==> config.mk <==
export PLATFORM = sky130hd
export DESIGN_NAME = memory_access
export DESIGN_NICKNAME = d
export VERILOG_FILES = /design/src/cpu_pkg.sv /design/src/memory_access.sv
export SDC_FILE = /design/constraint.sdc
export NUM_CORES = 1
export LEC_CHECK = 0
export BUFFER_PORTS_ARGS = -buffer_cell sky130_fd_sc_hd__buf_4
export CAP_MARGIN = 20
export CELL_PAD_IN_SITES_DETAIL_PLACEMENT = 1
export CELL_PAD_IN_SITES_GLOBAL_PLACEMENT = 2
export CORE_MARGIN = 3
export CORE_UTILIZATION = 26
export CTS_BUF_LIST = sky130_fd_sc_hd__clkbuf_16
export CTS_CLUSTER_SIZE = 8
export DETAILED_ROUTE_END_ITERATION = 8
export MAX_ROUTING_LAYER = met4
export PLACE_DENSITY = 0.88
export SLEW_MARGIN = 20
export SYNTH_ARGS = -nofsm -noshare
export SYNTH_HDL_FRONTEND = slang
export SYNTH_SLANG_ARGS = --single-unit
==> constraint.sdc <==
create_clock -name clk -period 2.1 [get_ports clk]
set_input_delay 0.21 -clock clk [delete_from_list [all_inputs] [get_ports clk]]
set_output_delay 0.21 -clock clk [all_outputs]
set_load 0.05 [all_outputs]
==> src/cpu_pkg.sv <==
// Shared widths, LSU codes, stage structs and AXI4-Lite channel structs for the memory stage
`default_nettype none

package cpu_pkg;

	localparam int DATA_WIDTH = 32;	// Word and register width
	localparam int REGNO_WIDTH = 5;	// Register number width

	localparam logic [1:0] RESP_OKAY = 2'b00;	// Normal completion
	localparam logic [1:0] RESP_SLVERR = 2'b10;	// Slave error, used for out-of-range addresses

	typedef enum logic [1:0] {
		LSU_IDLE = 2'd0,	// No transfer
		LSU_BYTE = 2'd1,	// 8-bit access
		LSU_HWORD = 2'd2,	// 16-bit access, even address only
		LSU_WORD = 2'd3		// 32-bit access, word aligned only
	} lsu_op_t;

	typedef enum logic {
		EXC_ADDR = 1'b0,	// Misaligned access
		EXC_BUS = 1'b1		// Bus answered with SLVERR
	} exc_code_t;

	typedef struct packed {
		logic [REGNO_WIDTH-1:0] rd_no;		// Destination register, zero means no write
		logic [DATA_WIDTH-1:0] alu_result;	// ALU result, doubles as the memory address
		lsu_op_t lsu_op;					// Access size or idle
		logic lsu_lns;						// 1 for load, 0 for store
		logic lsu_ext;						// 1 to sign-extend a load
		logic [DATA_WIDTH-1:0] mem_data;	// Store data, right aligned
	} ex_mem_t;

	typedef struct packed {
		logic [REGNO_WIDTH-1:0] rd_no;	// Zero means nothing is written back
		logic [DATA_WIDTH-1:0] rd_val;
	} wb_t;

	typedef struct packed {
		logic [DATA_WIDTH-1:0] addr;	// Byte address
		logic [DATA_WIDTH-1:0] wdata;	// Right-aligned store data
		lsu_op_t cmd;					// One-cycle pulse when not idle
		logic rnw;						// 1 for read
	} lsu_req_t;

	typedef struct packed {
		logic [DATA_WIDTH-1:0] rdata;	// Load data shifted down to bit 0
		logic busy;						// High from the command until completion
		logic err_align;				// Pulses in the command cycle of a misaligned access
		logic err_bus;					// Pulses in the completion cycle of a failed transfer
	} lsu_rsp_t;

	typedef struct packed {
		logic awvalid;
		logic [DATA_WIDTH-1:0] awaddr;
		logic wvalid;
		logic [DATA_WIDTH-1:0] wdata;
		logic [DATA_WIDTH/8-1:0] wstrb;
		logic bready;
		logic arvalid;
		logic [DATA_WIDTH-1:0] araddr;
		logic rready;
	} axil_req_t;

	typedef struct packed {
		logic awready;
		logic wready;
		logic bvalid;
		logic [1:0] bresp;
		logic arready;
		logic rvalid;
		logic [DATA_WIDTH-1:0] rdata;
		logic [1:0] rresp;
	} axil_rsp_t;

endpackage

`default_nettype wire
==> src/memory_access.sv <==
// Memory stage register that issues LSU commands and extends load data for writeback
`timescale 1ns/1ps
`default_nettype none

module memory_access (
	input wire clk,
	input wire nrst,
	input wire i_advance,				// Stage may take the next instruction
	input wire i_nullify,				// Exception pending, squash what is taken
	input cpu_pkg::ex_mem_t i_ex,
	output cpu_pkg::lsu_req_t o_lsu_req,
	input cpu_pkg::lsu_rsp_t i_lsu_rsp,
	output logic o_bus_error,
	output logic o_addr_error,
	output logic [cpu_pkg::DATA_WIDTH-1:0] o_fault_addr,
	output cpu_pkg::wb_t o_wb
);

	// Selects what goes to the destination register
	typedef enum logic [2:0] {
		MUX_ALU,		// ALU result
		MUX_BYTE_SE,	// Sign-extended byte
		MUX_BYTE_ZE,	// Zero-extended byte
		MUX_HWORD_SE,	// Sign-extended halfword
		MUX_HWORD_ZE,	// Zero-extended halfword
		MUX_WORD		// Whole word
	} rd_mux_t;

	localparam int DW = cpu_pkg::DATA_WIDTH;

	cpu_pkg::lsu_op_t cmd_q;
	logic rnw_q;
	logic [DW-1:0] addr_q;
	logic [DW-1:0] wdata_q;
	logic [DW-1:0] alu_q;
	logic [cpu_pkg::REGNO_WIDTH-1:0] rd_no_q;
	rd_mux_t mux_q;
	logic err_bus_q;	// Sticky until the next advance
	logic err_align_q;
	logic [DW-1:0] rdata;

	assign o_lsu_req = '{addr: addr_q, wdata: wdata_q, cmd: cmd_q, rnw: rnw_q};
	assign o_bus_error = i_lsu_rsp.err_bus | err_bus_q;
	assign o_addr_error = i_lsu_rsp.err_align | err_align_q;
	assign o_fault_addr = addr_q;	// Still holds the address of the failing access
	assign rdata = i_lsu_rsp.rdata;

	always_ff @(posedge clk or negedge nrst)
	begin
		if (!nrst)
		begin
			cmd_q <= cpu_pkg::LSU_IDLE;
			rnw_q <= 1'b0;
			rd_no_q <= '0;
			mux_q <= MUX_ALU;
			err_bus_q <= 1'b0;
			err_align_q <= 1'b0;
		end
		else
		begin
			cmd_q <= cpu_pkg::LSU_IDLE;	// Command is a single-cycle pulse
			err_bus_q <= err_bus_q | i_lsu_rsp.err_bus;
			err_align_q <= err_align_q | i_lsu_rsp.err_align;
			if (i_advance)
			begin
				rd_no_q <= i_nullify ? '0 : i_ex.rd_no;
				cmd_q <= i_nullify ? cpu_pkg::LSU_IDLE : i_ex.lsu_op;
				rnw_q <= i_ex.lsu_lns;
				err_bus_q <= 1'b0;
				err_align_q <= 1'b0;
				case (i_ex.lsu_op)
				cpu_pkg::LSU_BYTE: mux_q <= i_ex.lsu_ext ? MUX_BYTE_SE : MUX_BYTE_ZE;
				cpu_pkg::LSU_HWORD: mux_q <= i_ex.lsu_ext ? MUX_HWORD_SE : MUX_HWORD_ZE;
				cpu_pkg::LSU_WORD: mux_q <= MUX_WORD;
				default: mux_q <= MUX_ALU;
				endcase
			end
			else if (i_lsu_rsp.err_bus || i_lsu_rsp.err_align)
				rd_no_q <= '0;	// A faulting access writes nothing back
		end
	end

	// Payload follows the stage advance
	always_ff @(posedge clk)
	begin
		if (i_advance)
		begin
			addr_q <= i_ex.alu_result;
			wdata_q <= i_ex.mem_data;
			alu_q <= i_ex.alu_result;
		end
	end

	always_comb
	begin
		o_wb.rd_no = rd_no_q;
		case (mux_q)
		MUX_BYTE_SE: o_wb.rd_val = {{(DW-8){rdata[7]}}, rdata[7:0]};
		MUX_BYTE_ZE: o_wb.rd_val = {{(DW-8){1'b0}}, rdata[7:0]};
		MUX_HWORD_SE: o_wb.rd_val = {{(DW-16){rdata[15]}}, rdata[15:0]};
		MUX_HWORD_ZE: o_wb.rd_val = {{(DW-16){1'b0}}, rdata[15:0]};
		MUX_WORD: o_wb.rd_val = rdata;
		default: o_wb.rd_val = alu_q;
		endcase
	end

endmodule

`default_nettype wire

# Yosys cells after proc, flatten, opt, wreduce, memory -nomap -nowiden
# Cells that the tools add are included.
[word_totals]
ff_bits = 77
[op_classes]
n_eq_ne = 8
mux = 11
bitwise_logic = 2
n_reduce_logical = 2
[op_table]
columns = ["cell", "n"]
rows = [
  ["case mux 32 bit (5 select lines)", 1],
  ["2-to-1 mux 5 bit", 3],
  ["case mux 3 bit (3 select lines)", 1],
  ["== test 3 x 2 -> 1 bit (second input constant)", 2],
  ["== test 3 bit (second input constant)", 2],
  ["2-to-1 mux 2 bit", 3],
  ["== test 2 bit (second input constant)", 2],
  ["== test 3 x 1 -> 1 bit (second input constant)", 1],
  ["2-to-1 mux 3 bit", 1],
  ["== test 2 x 1 -> 1 bit (second input constant)", 1],
  ["2-to-1 mux 1 bit", 2],
  ["OR 1 bit", 2],
  ["nonzero test 2 bit", 1],
  ["logical OR 1 bit", 1],
]

# Depth between registers and ports, before layout
# Gate-level depths: netlist of run 1.
[logic_depth]
word_depth = 3
depth_mapped = 5
ltp_nobuf = 3

# Least setup slack after synthesis of run 1
# OpenSTA, ideal clock, no wires.
[synth_timing]
path_type = "reg-to-output"
from = "register mux_q[0]"
to = "output port o_wb[14] in the netlist's numbering"
arrival_ns = 1.797
path_slack_ns = 0.093
stages_incl_launch_ff = 6
path_buffers = 2
path_cell_list = "dfrtp_1 -> buf_6 -> buf_6 -> nand2b_1 -> a21o_1 -> a22oi_1"
[synth_rtl]
columns = ["item", "line", "rtl"]
rows = [
  ["start, declared", "memory_access.sv:37", "rd_mux_t mux_q;"],
  ["start signal, assigned", "memory_access.sv:72", "cpu_pkg::LSU_BYTE: mux_q <= i_ex.lsu_ext ? MUX_BYTE_SE : MUX_BYTE_ZE;"],
  ["start signal, assigned", "memory_access.sv:73", "cpu_pkg::LSU_HWORD: mux_q <= i_ex.lsu_ext ? MUX_HWORD_SE : MUX_HWORD_ZE;"],
  ["end, declared", "memory_access.sv:16", "output cpu_pkg::wb_t o_wb"],
]

==> results of run 1 <==
## state kept, by name (all words and copies together), names as in the netlist
| signal | flops |
|---|---|
| err_align_q | 1 |
| alu_q | 32 |
| err_bus_q | 1 |
| cmd_q | 2 |
| wdata_q | 32 |
| rd_no_q | 5 |
| rnw_q | 1 |
| mux_q | 3 |
## per-stage QoR
stage	power [W]	setup TNS, ns	util [%]	std cells	area (um^2)
3_3_place_gp	0.00388	0	41.1	625	5290
5_1_grt	0.00570	-0.00865	43.8	644	5640
6_report	0.00549	0	43.8	644	5640
2_1_floorplan	0.00327	0	-	244	3480
3_5_place_dp	0.00391	0	41.1	625	5290
4_1_cts	0.00556	0	43.7	643	5630
## worst max-delay path, cell delays in order, from the launching register on
cell,delay [ns]
dfrtp_2,0.50
nor3_4,0.24
a21oi_4,0.05
buf_12,0.17
mux2_4,0.32
buf_4,0.19
## repair_timing
| item | CTS | global route |
|---|---|---|
| buffers inserted | 1 | 1 |
| hold endpoints to repair | 13 | 0 |
| gates cloned | 0 | 0 |
| hold buffers | 1 | 0 |
| pin swaps | 1 | 0 |
| gates resized for setup | 2 | 3 |
| endpoints found under the setup margin | 25 | 6 |
## per-layer routing
metal,global-route usage (%),share of wire (%),vias up
met1,16.7,38,1365
met3,3.67,6.4,12
met5,-,0,-
met2,25.9,54,135
li1,-,-,1315
met4,5.88,1.6,0
## power by group through the flow
stage	clock network (W)	registers (W)	logic, W
6_report	0.00160	0.00188	0.00201
5_1_grt	0.00171	0.00189	0.00209
4_1_cts	0.00165	0.00188	0.00202
3_3_place_gp	0	0.00190	0.00198
3_5_place_dp	0	0.00191	0.00200
2_1_floorplan	0	0.00225	0.00102
## cell families (layout without fill, tap and decap cells)
logic type	Yosys count	in the layout	share of synthesized area (%)
and+or+nand+nor	52	52	7.76
AOI/OAI and AO/OA	48	48	10.9
buffers and inverters	48	276	10.2
muxes	18	18	6.33
DFF	77	77	64.6
adders and majority gates	1	1	0.288
## path summary, 6_finish.rpt
| check | end | slack (ns) |
|---|---|---|
| hold / removal | alu_q[17] | 0.05 |
| max in group asynchronous | mux_q[1] | 1.64 |
| hold reg to reg | rd_no_q[0] | 0.53 |
| min in group asynchronous | err_bus_q | 0.26 |
| setup reg to reg | mux_q[0] | 1.04 |
| setup / recovery | o_wb[3] | 0.07 |
## final cells by class
class                   instances  area [um^2]
well taps                     172          215
flip-flops and latches         77         2250
multi-input cells             119          882
inverters                       2         7.51
repair buffers                258         1980
clock inverters                 7         81.3
fillers                      1362         7230
clock buffers                   9          225
## layout by cell type (no fill, tap or decap), types with 4 or more instances in the layout
cell type	n
a21o_1	8
a22oi_1	7
a2bb2oi_1	16
a31oi_1	8
and2_1	4
buf_4	253
clkbuf_16	9
dfrtp_1	10
edfxtp_1	64
mux2_2	6
mux2_4	4
mux2i_1	7
nand2_1	25
nand2b_1	8
o21ai_0	6
==> flow_metrics.env, run 1 <==
export IMPL_status="completed"
export IMPL_r2r_start="mux_q[0]"
export IMPL_nNetsFinal=579
export IMPL_async_flop_share_pct=16.9
export IMPL_crit_path_end_kind="output pin"
export IMPL_die_x_um=122
export IMPL_drt_total_wl_um=11200
export IMPL_synthesis_nets=356
export IMPL_whs_ns=0.0466
export IMPL_synth_top_cell_area_share_pct=55.2
export IMPL_fmax_mhz=492
export IMPL_worst_pin_slew_ns=0.443
export IMPL_grt_pass1_wl_um=16200
export IMPL_rows=41
export IMPL_internal_power_w=0.00340
export IMPL_cts_buffers=9
export IMPL_ant_nets=0
export IMPL_synthTopCellsByCount="edfxtp_1 (64), buf_4 (35), nand2_1 (25)"
export IMPL_syn_inst=244
export IMPL_antennaDiodeCount=0
export IMPL_min_from="i_ex[53]"
export IMPL_ir_drop_mv=0.476
export IMPL_cp_required_ns=1.89
export IMPL_synth_seq_area_share_pct=64.6
export IMPL_slew_headroom_pct=70.5
export IMPL_vias=2827
export IMPL_skew_ns=0
export IMPL_drc=0
export IMPL_period_minus_slack_ns=2.03
export IMPL_powerDensity_nw_per_um2=973
export IMPL_synth_edf_count=64
export IMPL_place_ws_ns=0.217
export IMPL_swShare_pct=38.0
export IMPL_cts_buffer_depth=2
export IMPL_yosys_cell_count_top_type="edfxtp_1"
export IMPL_dieArea_um2=14800
export IMPL_r2r_cells=2
export IMPL_initial_core_util_pct=27.0
export IMPL_setup_viol=0
export IMPL_wl_per_cell_um=17.4
export IMPL_first_pass_iters=4
export IMPL_io_buffer_count=248
export IMPL_grt_start_max_net_pins=46
export IMPL_core_region_area_um2=12900
export IMPL_ctsRootBufferMaster="clkbuf_16"
export IMPL_path_class="register to output pin"
export IMPL_p_switching_w=0.00208
export IMPL_drive_gt1_share_pct=62.7
export IMPL_slew_violations=0
export IMPL_synth_ff_type="edfxtp_1"
export IMPL_ys_top_cells_by_area="edfxtp_1 (55%), dfrtp_1 (9.3%), buf_4 (7.5%), a2bb2oi_1 (4.0%), nand2_1 (2.7%)"
export IMPL_io_pins=250
export IMPL_cts_tree="yes"
export IMPL_h_tree_depth=3
export IMPL_clkTransAtPathRegs_ns=0.07
export IMPL_clkPwrFrac_pct=29.1
export IMPL_syn_to_final_growth_pct=62.1
export IMPL_startpoint="mux_q[2]"
export IMPL_cp_arrival_ns=1.82
export IMPL_fin_ws_ns=0.0684
export IMPL_hold_path_class="input port to register"
export IMPL_hpwl_um=8710
export IMPL_worstPathMaxFanout=24
export IMPL_syn_area_um2=3480
export IMPL_startpoint_type="register"
export IMPL_cap_viol_max_count=0
export IMPL_synth_top_cell_by_area="edfxtp_1"
export IMPL_power_frac_seq_pct=34.2
export IMPL_grt_usage_pct=15.0
export IMPL_clock_latency_ns=0.33
export IMPL_clkSinkCount=77
export IMPL_fin_crit_sh_pct=96.7
export IMPL_grt_ovfl_total=0
export IMPL_ys_ff_latch=77
export IMPL_viasPerCell=4.39
export IMPL_syn_area_per_cell_um2=14.3
export IMPL_die_height_um=122
export IMPL_drt_initial_drc_count=80
export IMPL_hold_viol_final=0
export IMPL_p_comb_share_pct=36.7
export IMPL_antenna_found_initial=0
export IMPL_min_path_cells=1
export IMPL_leakage_nw=2.55
export IMPL_yosysUniqueCellTypes=33
export IMPL_ys_warn_count=0
export IMPL_place_congestion=0.701
export IMPL_grt_pass1_vias=2995
No activity file was read; power rests on OpenSTA's default activity.
==> run 2: changes to the inputs <==
--- a/config.mk
+++ b/config.mk
@@ -10,12 +10,12 @@
 export CELL_PAD_IN_SITES_DETAIL_PLACEMENT = 1
 export CELL_PAD_IN_SITES_GLOBAL_PLACEMENT = 2
 export CORE_MARGIN = 3
-export CORE_UTILIZATION = 26
+export CORE_UTILIZATION = 24
 export CTS_BUF_LIST = sky130_fd_sc_hd__clkbuf_16
 export CTS_CLUSTER_SIZE = 8
 export DETAILED_ROUTE_END_ITERATION = 8
 export MAX_ROUTING_LAYER = met4
-export PLACE_DENSITY = 0.88
+export PLACE_DENSITY = 0.83
 export SLEW_MARGIN = 20
 export SYNTH_ARGS = -nofsm -noshare
 export SYNTH_HDL_FRONTEND = slang
==> constraint.sdc (replaced) <==
create_clock -name clk -period 2.3 [get_ports clk]
set_input_delay 0.23 -clock clk [delete_from_list [all_inputs] [get_ports clk]]
set_output_delay 0.23 -clock clk [all_outputs]
set_load 0.05 [all_outputs]
==> flow_metrics.env, run 2 (synthesis results as in run 1) <==
export IMPL_hold_viol_final=0
export IMPL_powerDensity_nw_per_um2=883
export IMPL_place_inst=633
export IMPL_r2r_start="mux_q[1]"
export IMPL_viasPerCell=4.30
export IMPL_setup_viol=0
export IMPL_io_buffer_count=248
export IMPL_slew_headroom_pct=72.1
export IMPL_slowest_stage="mux4_2"
export IMPL_grt_usage_pct=14.4
export IMPL_place_congestion=0.782
export IMPL_clock_latency_ns=0.33
export IMPL_rsz0062_at_grt="no"
export IMPL_antenna_found_initial=1
export IMPL_hold_path_class="input port to register"
export IMPL_final_common_cell="buf_4"
export IMPL_worst_pin_slew_ns=0.419
export IMPL_core_region_area_um2=14000
export IMPL_cap_viol_max_count=0
export IMPL_wl_per_cell_um=17.6
export IMPL_path_class="register to output pin"
export IMPL_drt_initial_drc_count=84
export IMPL_crit_path_end_kind="output pin"
export IMPL_layout_common_cells="buf_4 (253), edfxtp_1 (64), nand2_1 (25)"
export IMPL_hpwl_um=9090
export IMPL_regArea_um2=2250
export IMPL_io_pins=250
export IMPL_clkSinkCount=77
export IMPL_ctsRootBufferMaster="clkbuf_16"
export IMPL_grt_pass1_wl_um=17200
export IMPL_fillers=1505
export IMPL_fin_area_um2=5630
export IMPL_final_setup_tns_ns=0
export IMPL_multi_input_area_um2=880
export IMPL_cp_common_cell="buf_4"
export IMPL_final_cells=652
export IMPL_syn_to_final_growth_pct=61.8
export IMPL_die_height_um=126
export IMPL_dpl_cell_area_um2=5300
export IMPL_whs_ns=0.0632
export IMPL_fin_crit_sh_pct=95.3
export IMPL_cts_tree="yes"
export IMPL_drc=0
export IMPL_rows=43
export IMPL_slew_violations=0
export IMPL_slowest_delay_ns=0.54
export IMPL_ir_drop_mv=0.538
export IMPL_cts_buffers=9
export IMPL_dieArea_um2=16000
export IMPL_fmax_mhz=456
export IMPL_startpoint_type="register"
export IMPL_final_util_pct=40.1
export IMPL_startpoint="mux_q[1]"
export IMPL_cp_required_ns=2.07
export IMPL_drt_total_wl_um=11500
export IMPL_grt_pass1_vias=3096
export IMPL_cts_buffer_depth=2
export IMPL_drive_gt1_share_pct=61.4
export IMPL_period_minus_slack_ns=2.19
export IMPL_cp_arrival_ns=1.96
export IMPL_nNetsFinal=578
export IMPL_largestRegisters="alu_q: 32 flops, wdata_q: 32 flops, rd_no_q: 5 flops"
export IMPL_grt_ovfl_total=0
export IMPL_first_pass_iters=4
export IMPL_die_x_um=126
export IMPL_min_from="i_ex[4]"
export IMPL_worstPathMaxFanout=23
export IMPL_ant_nets=0
export IMPL_leakage_nw=2.55
export IMPL_vias=2806
export IMPL_status="completed"
export IMPL_h_tree_depth=3
export IMPL_skew_ns=0
export IMPL_worstPathCellList="buf_4 > mux4_2 > buf_4"
export IMPL_clkTransAtPathRegs_ns=0.06
export IMPL_cts_resized=0
export IMPL_grt_start_max_net_pins=47
export IMPL_initial_core_util_pct=24.8
-- run 2: cell types whose count changed in the layout (fill, tap and decap cells not counted), sizes merged --
cell and change:
buf -1, diode +1
-- run 2: layout make-up --
class	count	area share, %
well taps	180	4.00
multi-input cells	119	15.6
repair buffers	257	35.0
inverters	2	0.133
diodes	1	0.0444
flip-flops and latches	77	39.9
clock buffers	9	4.00
clock inverters	7	1.33
-- run 2: path summary, 6_finish.rpt --
path	endpoint	slack, ns	cells past startpoint
max	o_wb[15]	0.11	3
min in group asynchronous	rd_no_q[0]	0.28	2
max in group asynchronous	mux_q[2]	1.84	2
max reg2reg	mux_q[1]	1.10	3
min reg2reg	rd_no_q[1]	0.54	2
min	wdata_q[4]	0.06	1
-- run 2: worst max-delay path, delay by kind of cell, from the launching register on --
family / cells / cell delay [ns]
buffers and inverters: 2 / 0.56
muxes: 1 / 0.54
DFF: 1 / 0.53
-- run 2: per-stage QoR --
step / power, W / worst slack, ns
2_1_floorplan: 0.00298 / 0.273
3_3_place_gp: 0.00355 / 0.431
3_5_place_dp: 0.00357 / 0.388
4_1_cts: 0.00503 / 0.00638
5_1_grt: 0.00517 / 0.0214
6_report: 0.00497 / 0.108
-- run 2: report_power, final --
part / leakage (nW) / switching (W) / total (W) / internal, W
sequential: 0.793 / 0.0000835 / 0.00172 / 0.00163
combinational: 1.61 / 0.00122 / 0.00183 / 0.000610
clock: 0.151 / 0.000584 / 0.00143 / 0.000848
total: 2.55 / 0.00188 / 0.00497 / 0.00309
-- run 2: what timing repair did --
action                                 4_1_cts  5_1_grt
endpoints found under the hold margin       13        0
setup endpoints to repair                    0       16
buffers inserted                             0        1
hold buffers                                 1        0
-- run 2: routing by layer --
metal  GRT usage, %  vias up  wire length (um)
met3           4.42       12               775
met5              -        -                 0
li1               -     1309                 -
met4           4.35        0               165
met1           15.9     1360              4300
met2           24.9      125              6250
==> run 3: changes to the inputs <==
--- a/config.mk
+++ b/config.mk
@@ -5,17 +5,17 @@
 export SDC_FILE = /design/constraint.sdc
 export NUM_CORES = 1
 export LEC_CHECK = 0
-export BUFFER_PORTS_ARGS = -buffer_cell sky130_fd_sc_hd__buf_4
+export BUFFER_PORTS_ARGS = -buffer_cell sky130_fd_sc_hd__buf_2
 export CAP_MARGIN = 20
 export CELL_PAD_IN_SITES_DETAIL_PLACEMENT = 1
 export CELL_PAD_IN_SITES_GLOBAL_PLACEMENT = 2
 export CORE_MARGIN = 3
-export CORE_UTILIZATION = 24
+export CORE_UTILIZATION = 26
 export CTS_BUF_LIST = sky130_fd_sc_hd__clkbuf_16
 export CTS_CLUSTER_SIZE = 8
 export DETAILED_ROUTE_END_ITERATION = 8
 export MAX_ROUTING_LAYER = met4
-export PLACE_DENSITY = 0.83
+export PLACE_DENSITY = 0.88
 export SLEW_MARGIN = 20
 export SYNTH_ARGS = -nofsm -noshare
 export SYNTH_HDL_FRONTEND = slang
==> constraint.sdc (replaced) <==
create_clock -name clk -period 2.6 [get_ports clk]
set_input_delay 0.26 -clock clk [delete_from_list [all_inputs] [get_ports clk]]
set_output_delay 0.26 -clock clk [all_outputs]
set_load 0.05 [all_outputs]
==> flow_metrics.env, run 3 (synthesis results as in run 1) <==
export IMPL_cts_buffers=9
export IMPL_cp_required_ns=2.34
export IMPL_hold_path_class="input port to register"
export IMPL_hpwl_um=8280
export IMPL_drt_total_wl_um=10700
export IMPL_clkTransAtPathRegs_ns=0.06
export IMPL_cts_tree="yes"
export IMPL_grt_pass1_wl_um=15600
export IMPL_drive_gt1_share_pct=61.5
export IMPL_period_minus_slack_ns=2.44
export IMPL_clock_latency_ns=0.33
export IMPL_final_util_pct=38.7
export IMPL_cts_resized=0
export IMPL_startpoint="mux_q[1]"
export IMPL_rsz0062_at_grt="no"
export IMPL_rows=41
export IMPL_final_common_cell="buf_2"
export IMPL_cts_buffer_depth=2
export IMPL_wl_per_cell_um=16.7
export IMPL_first_pass_iters=6
export IMPL_leakage_nw=2.33
export IMPL_setup_viol=0
export IMPL_worstPathMaxFanout=24
export IMPL_worst_pin_slew_ns=0.677
export IMPL_clkSinkCount=77
export IMPL_io_pins=250
export IMPL_ff2ff_setup_slack_ns=1.16
export IMPL_die_height_um=122
export IMPL_hold_viol_final=0
export IMPL_post_cts_setup_buffers=0
export IMPL_die_x_um=122
export IMPL_largestRegisters="alu_q: 32 flops, wdata_q: 32 flops, rd_no_q: 5 flops"
export IMPL_r2r_cells=3
export IMPL_h_tree_depth=3
export IMPL_final_setup_tns_ns=0
export IMPL_crit_path_end_kind="output pin"
export IMPL_fin_crit_sh_pct=93.7
export IMPL_powerDensity_nw_per_um2=864
export IMPL_ctsRootBufferMaster="clkbuf_16"
export IMPL_slowest_delay_ns=0.69
export IMPL_antenna_found_initial=1
export IMPL_slew_headroom_pct=54.9
export IMPL_grt_pass1_vias=3031
export IMPL_initial_core_util_pct=27.0
export IMPL_nNetsFinal=575
export IMPL_grt_ovfl_total=0
export IMPL_slew_violations=0
export IMPL_ir_drop_mv=0.399
export IMPL_core_region_area_um2=12900
export IMPL_layout_common_cells="buf_2 (247), edfxtp_1 (64), nand2_1 (25)"
export IMPL_r2r_start="mux_q[1]"
export IMPL_skew_ns=0
export IMPL_fillers=1455
export IMPL_startpoint_type="register"
export IMPL_fmax_mhz=410
export IMPL_place_congestion=0.664
export IMPL_status="completed"
export IMPL_grt_start_max_net_pins=46
export IMPL_hold_buffers=1
export IMPL_cp_arrival_ns=2.18
export IMPL_drc=0
export IMPL_syn_to_final_growth_pct=43.3
export IMPL_path_class="register to output pin"
export IMPL_drt_initial_drc_count=132
export IMPL_cap_viol_max_count=0
export IMPL_dieArea_um2=14800
export IMPL_vias=2805
export IMPL_viasPerCell=4.38
export IMPL_r2r_end="mux_q[1]"
export IMPL_grt_usage_pct=14.3
export IMPL_ant_nets=0
export IMPL_endpoint="o_wb[5]"
export IMPL_slowest_stage="dfrtp_1"
export IMPL_io_buffer_count=248
export IMPL_worstPathCellList="nor3_4 > a21oi_4 > buf_4 > mux2_2 > buf_2"
[run 3: changes by cell type in the layout (fill, tap and decap cells not counted)]
| cell | delta |
|---|---|
| inv_1 | -1 |
| buf_4 | -248 |
| inv_6 | +1 |
| bufinv_16 | +1 |
| clkinv_1 | -1 |
| buf_2 | +247 |
| buf_12 | -2 |
[run 3: per-stage QoR]
step                      setup WS, ns  total power [W]  hold slack (ns)  std cells  cell area (um^2)
after floorplan                  0.543          0.00264          -0.0356        244              3480
after global placement           0.537          0.00293            0.166        623              4640
after detailed placement         0.502          0.00296            0.172        623              4640
after CTS                        0.124          0.00437           0.0711        640              4980
after global routing            0.0171          0.00448           0.0694        641              4990
final                            0.163          0.00431           0.0913        641              4990
[run 3: per-layer routing]
layer,track usage [%],part of all wire (%)
met5,-,0
met4,5.88,1.9
met3,4.41,6.9
met2,23.9,52
met1,16.0,39
[run 3: layout make-up]
cell class                 count  area, um^2  area share (%)
timing repair buffer         254        1300            26.1
antenna                        1        2.50          0.0502
sequential                    77        2250            45.1
tap                          172         215            4.32
clock buffer                   9         225            4.52
inverter                       2        7.51           0.151
clock inverter                 7         106            2.13
multi-input combinational    119         880            17.6
[run 3: worst min-delay path by stage]
stage | from | endpoint | slack [ns] | cells after the start
global route | i_ex[13] | wdata_q[13] | 0.07 | 1
floorplan | nrst | cmd_q[0] | -0.04 | 0
finish | i_ex[11] | wdata_q[11] | 0.09 | 1
global placement | nrst | rd_no_q[0] | 0.17 | 1
CTS | i_ex[11] | wdata_q[11] | 0.07 | 1
detailed placement | nrst | rd_no_q[0] | 0.17 | 1
[run 3: critical path: cells and delay by family, from the launching register on]
kind	cells	cell delay, ns
DFF	1	0.69
AOI/OAI and AO/OA	1	0.11
muxes	1	0.38
buffers and inverters	2	0.55
and+or+nand+nor	1	0.09
[run 3: power by group]
group	internal, W	total [W]	switching, W
logic	0.000349	0.00141	0.00106
clock network	0.000857	0.00139	0.000530
registers	0.00144	0.00151	0.0000694
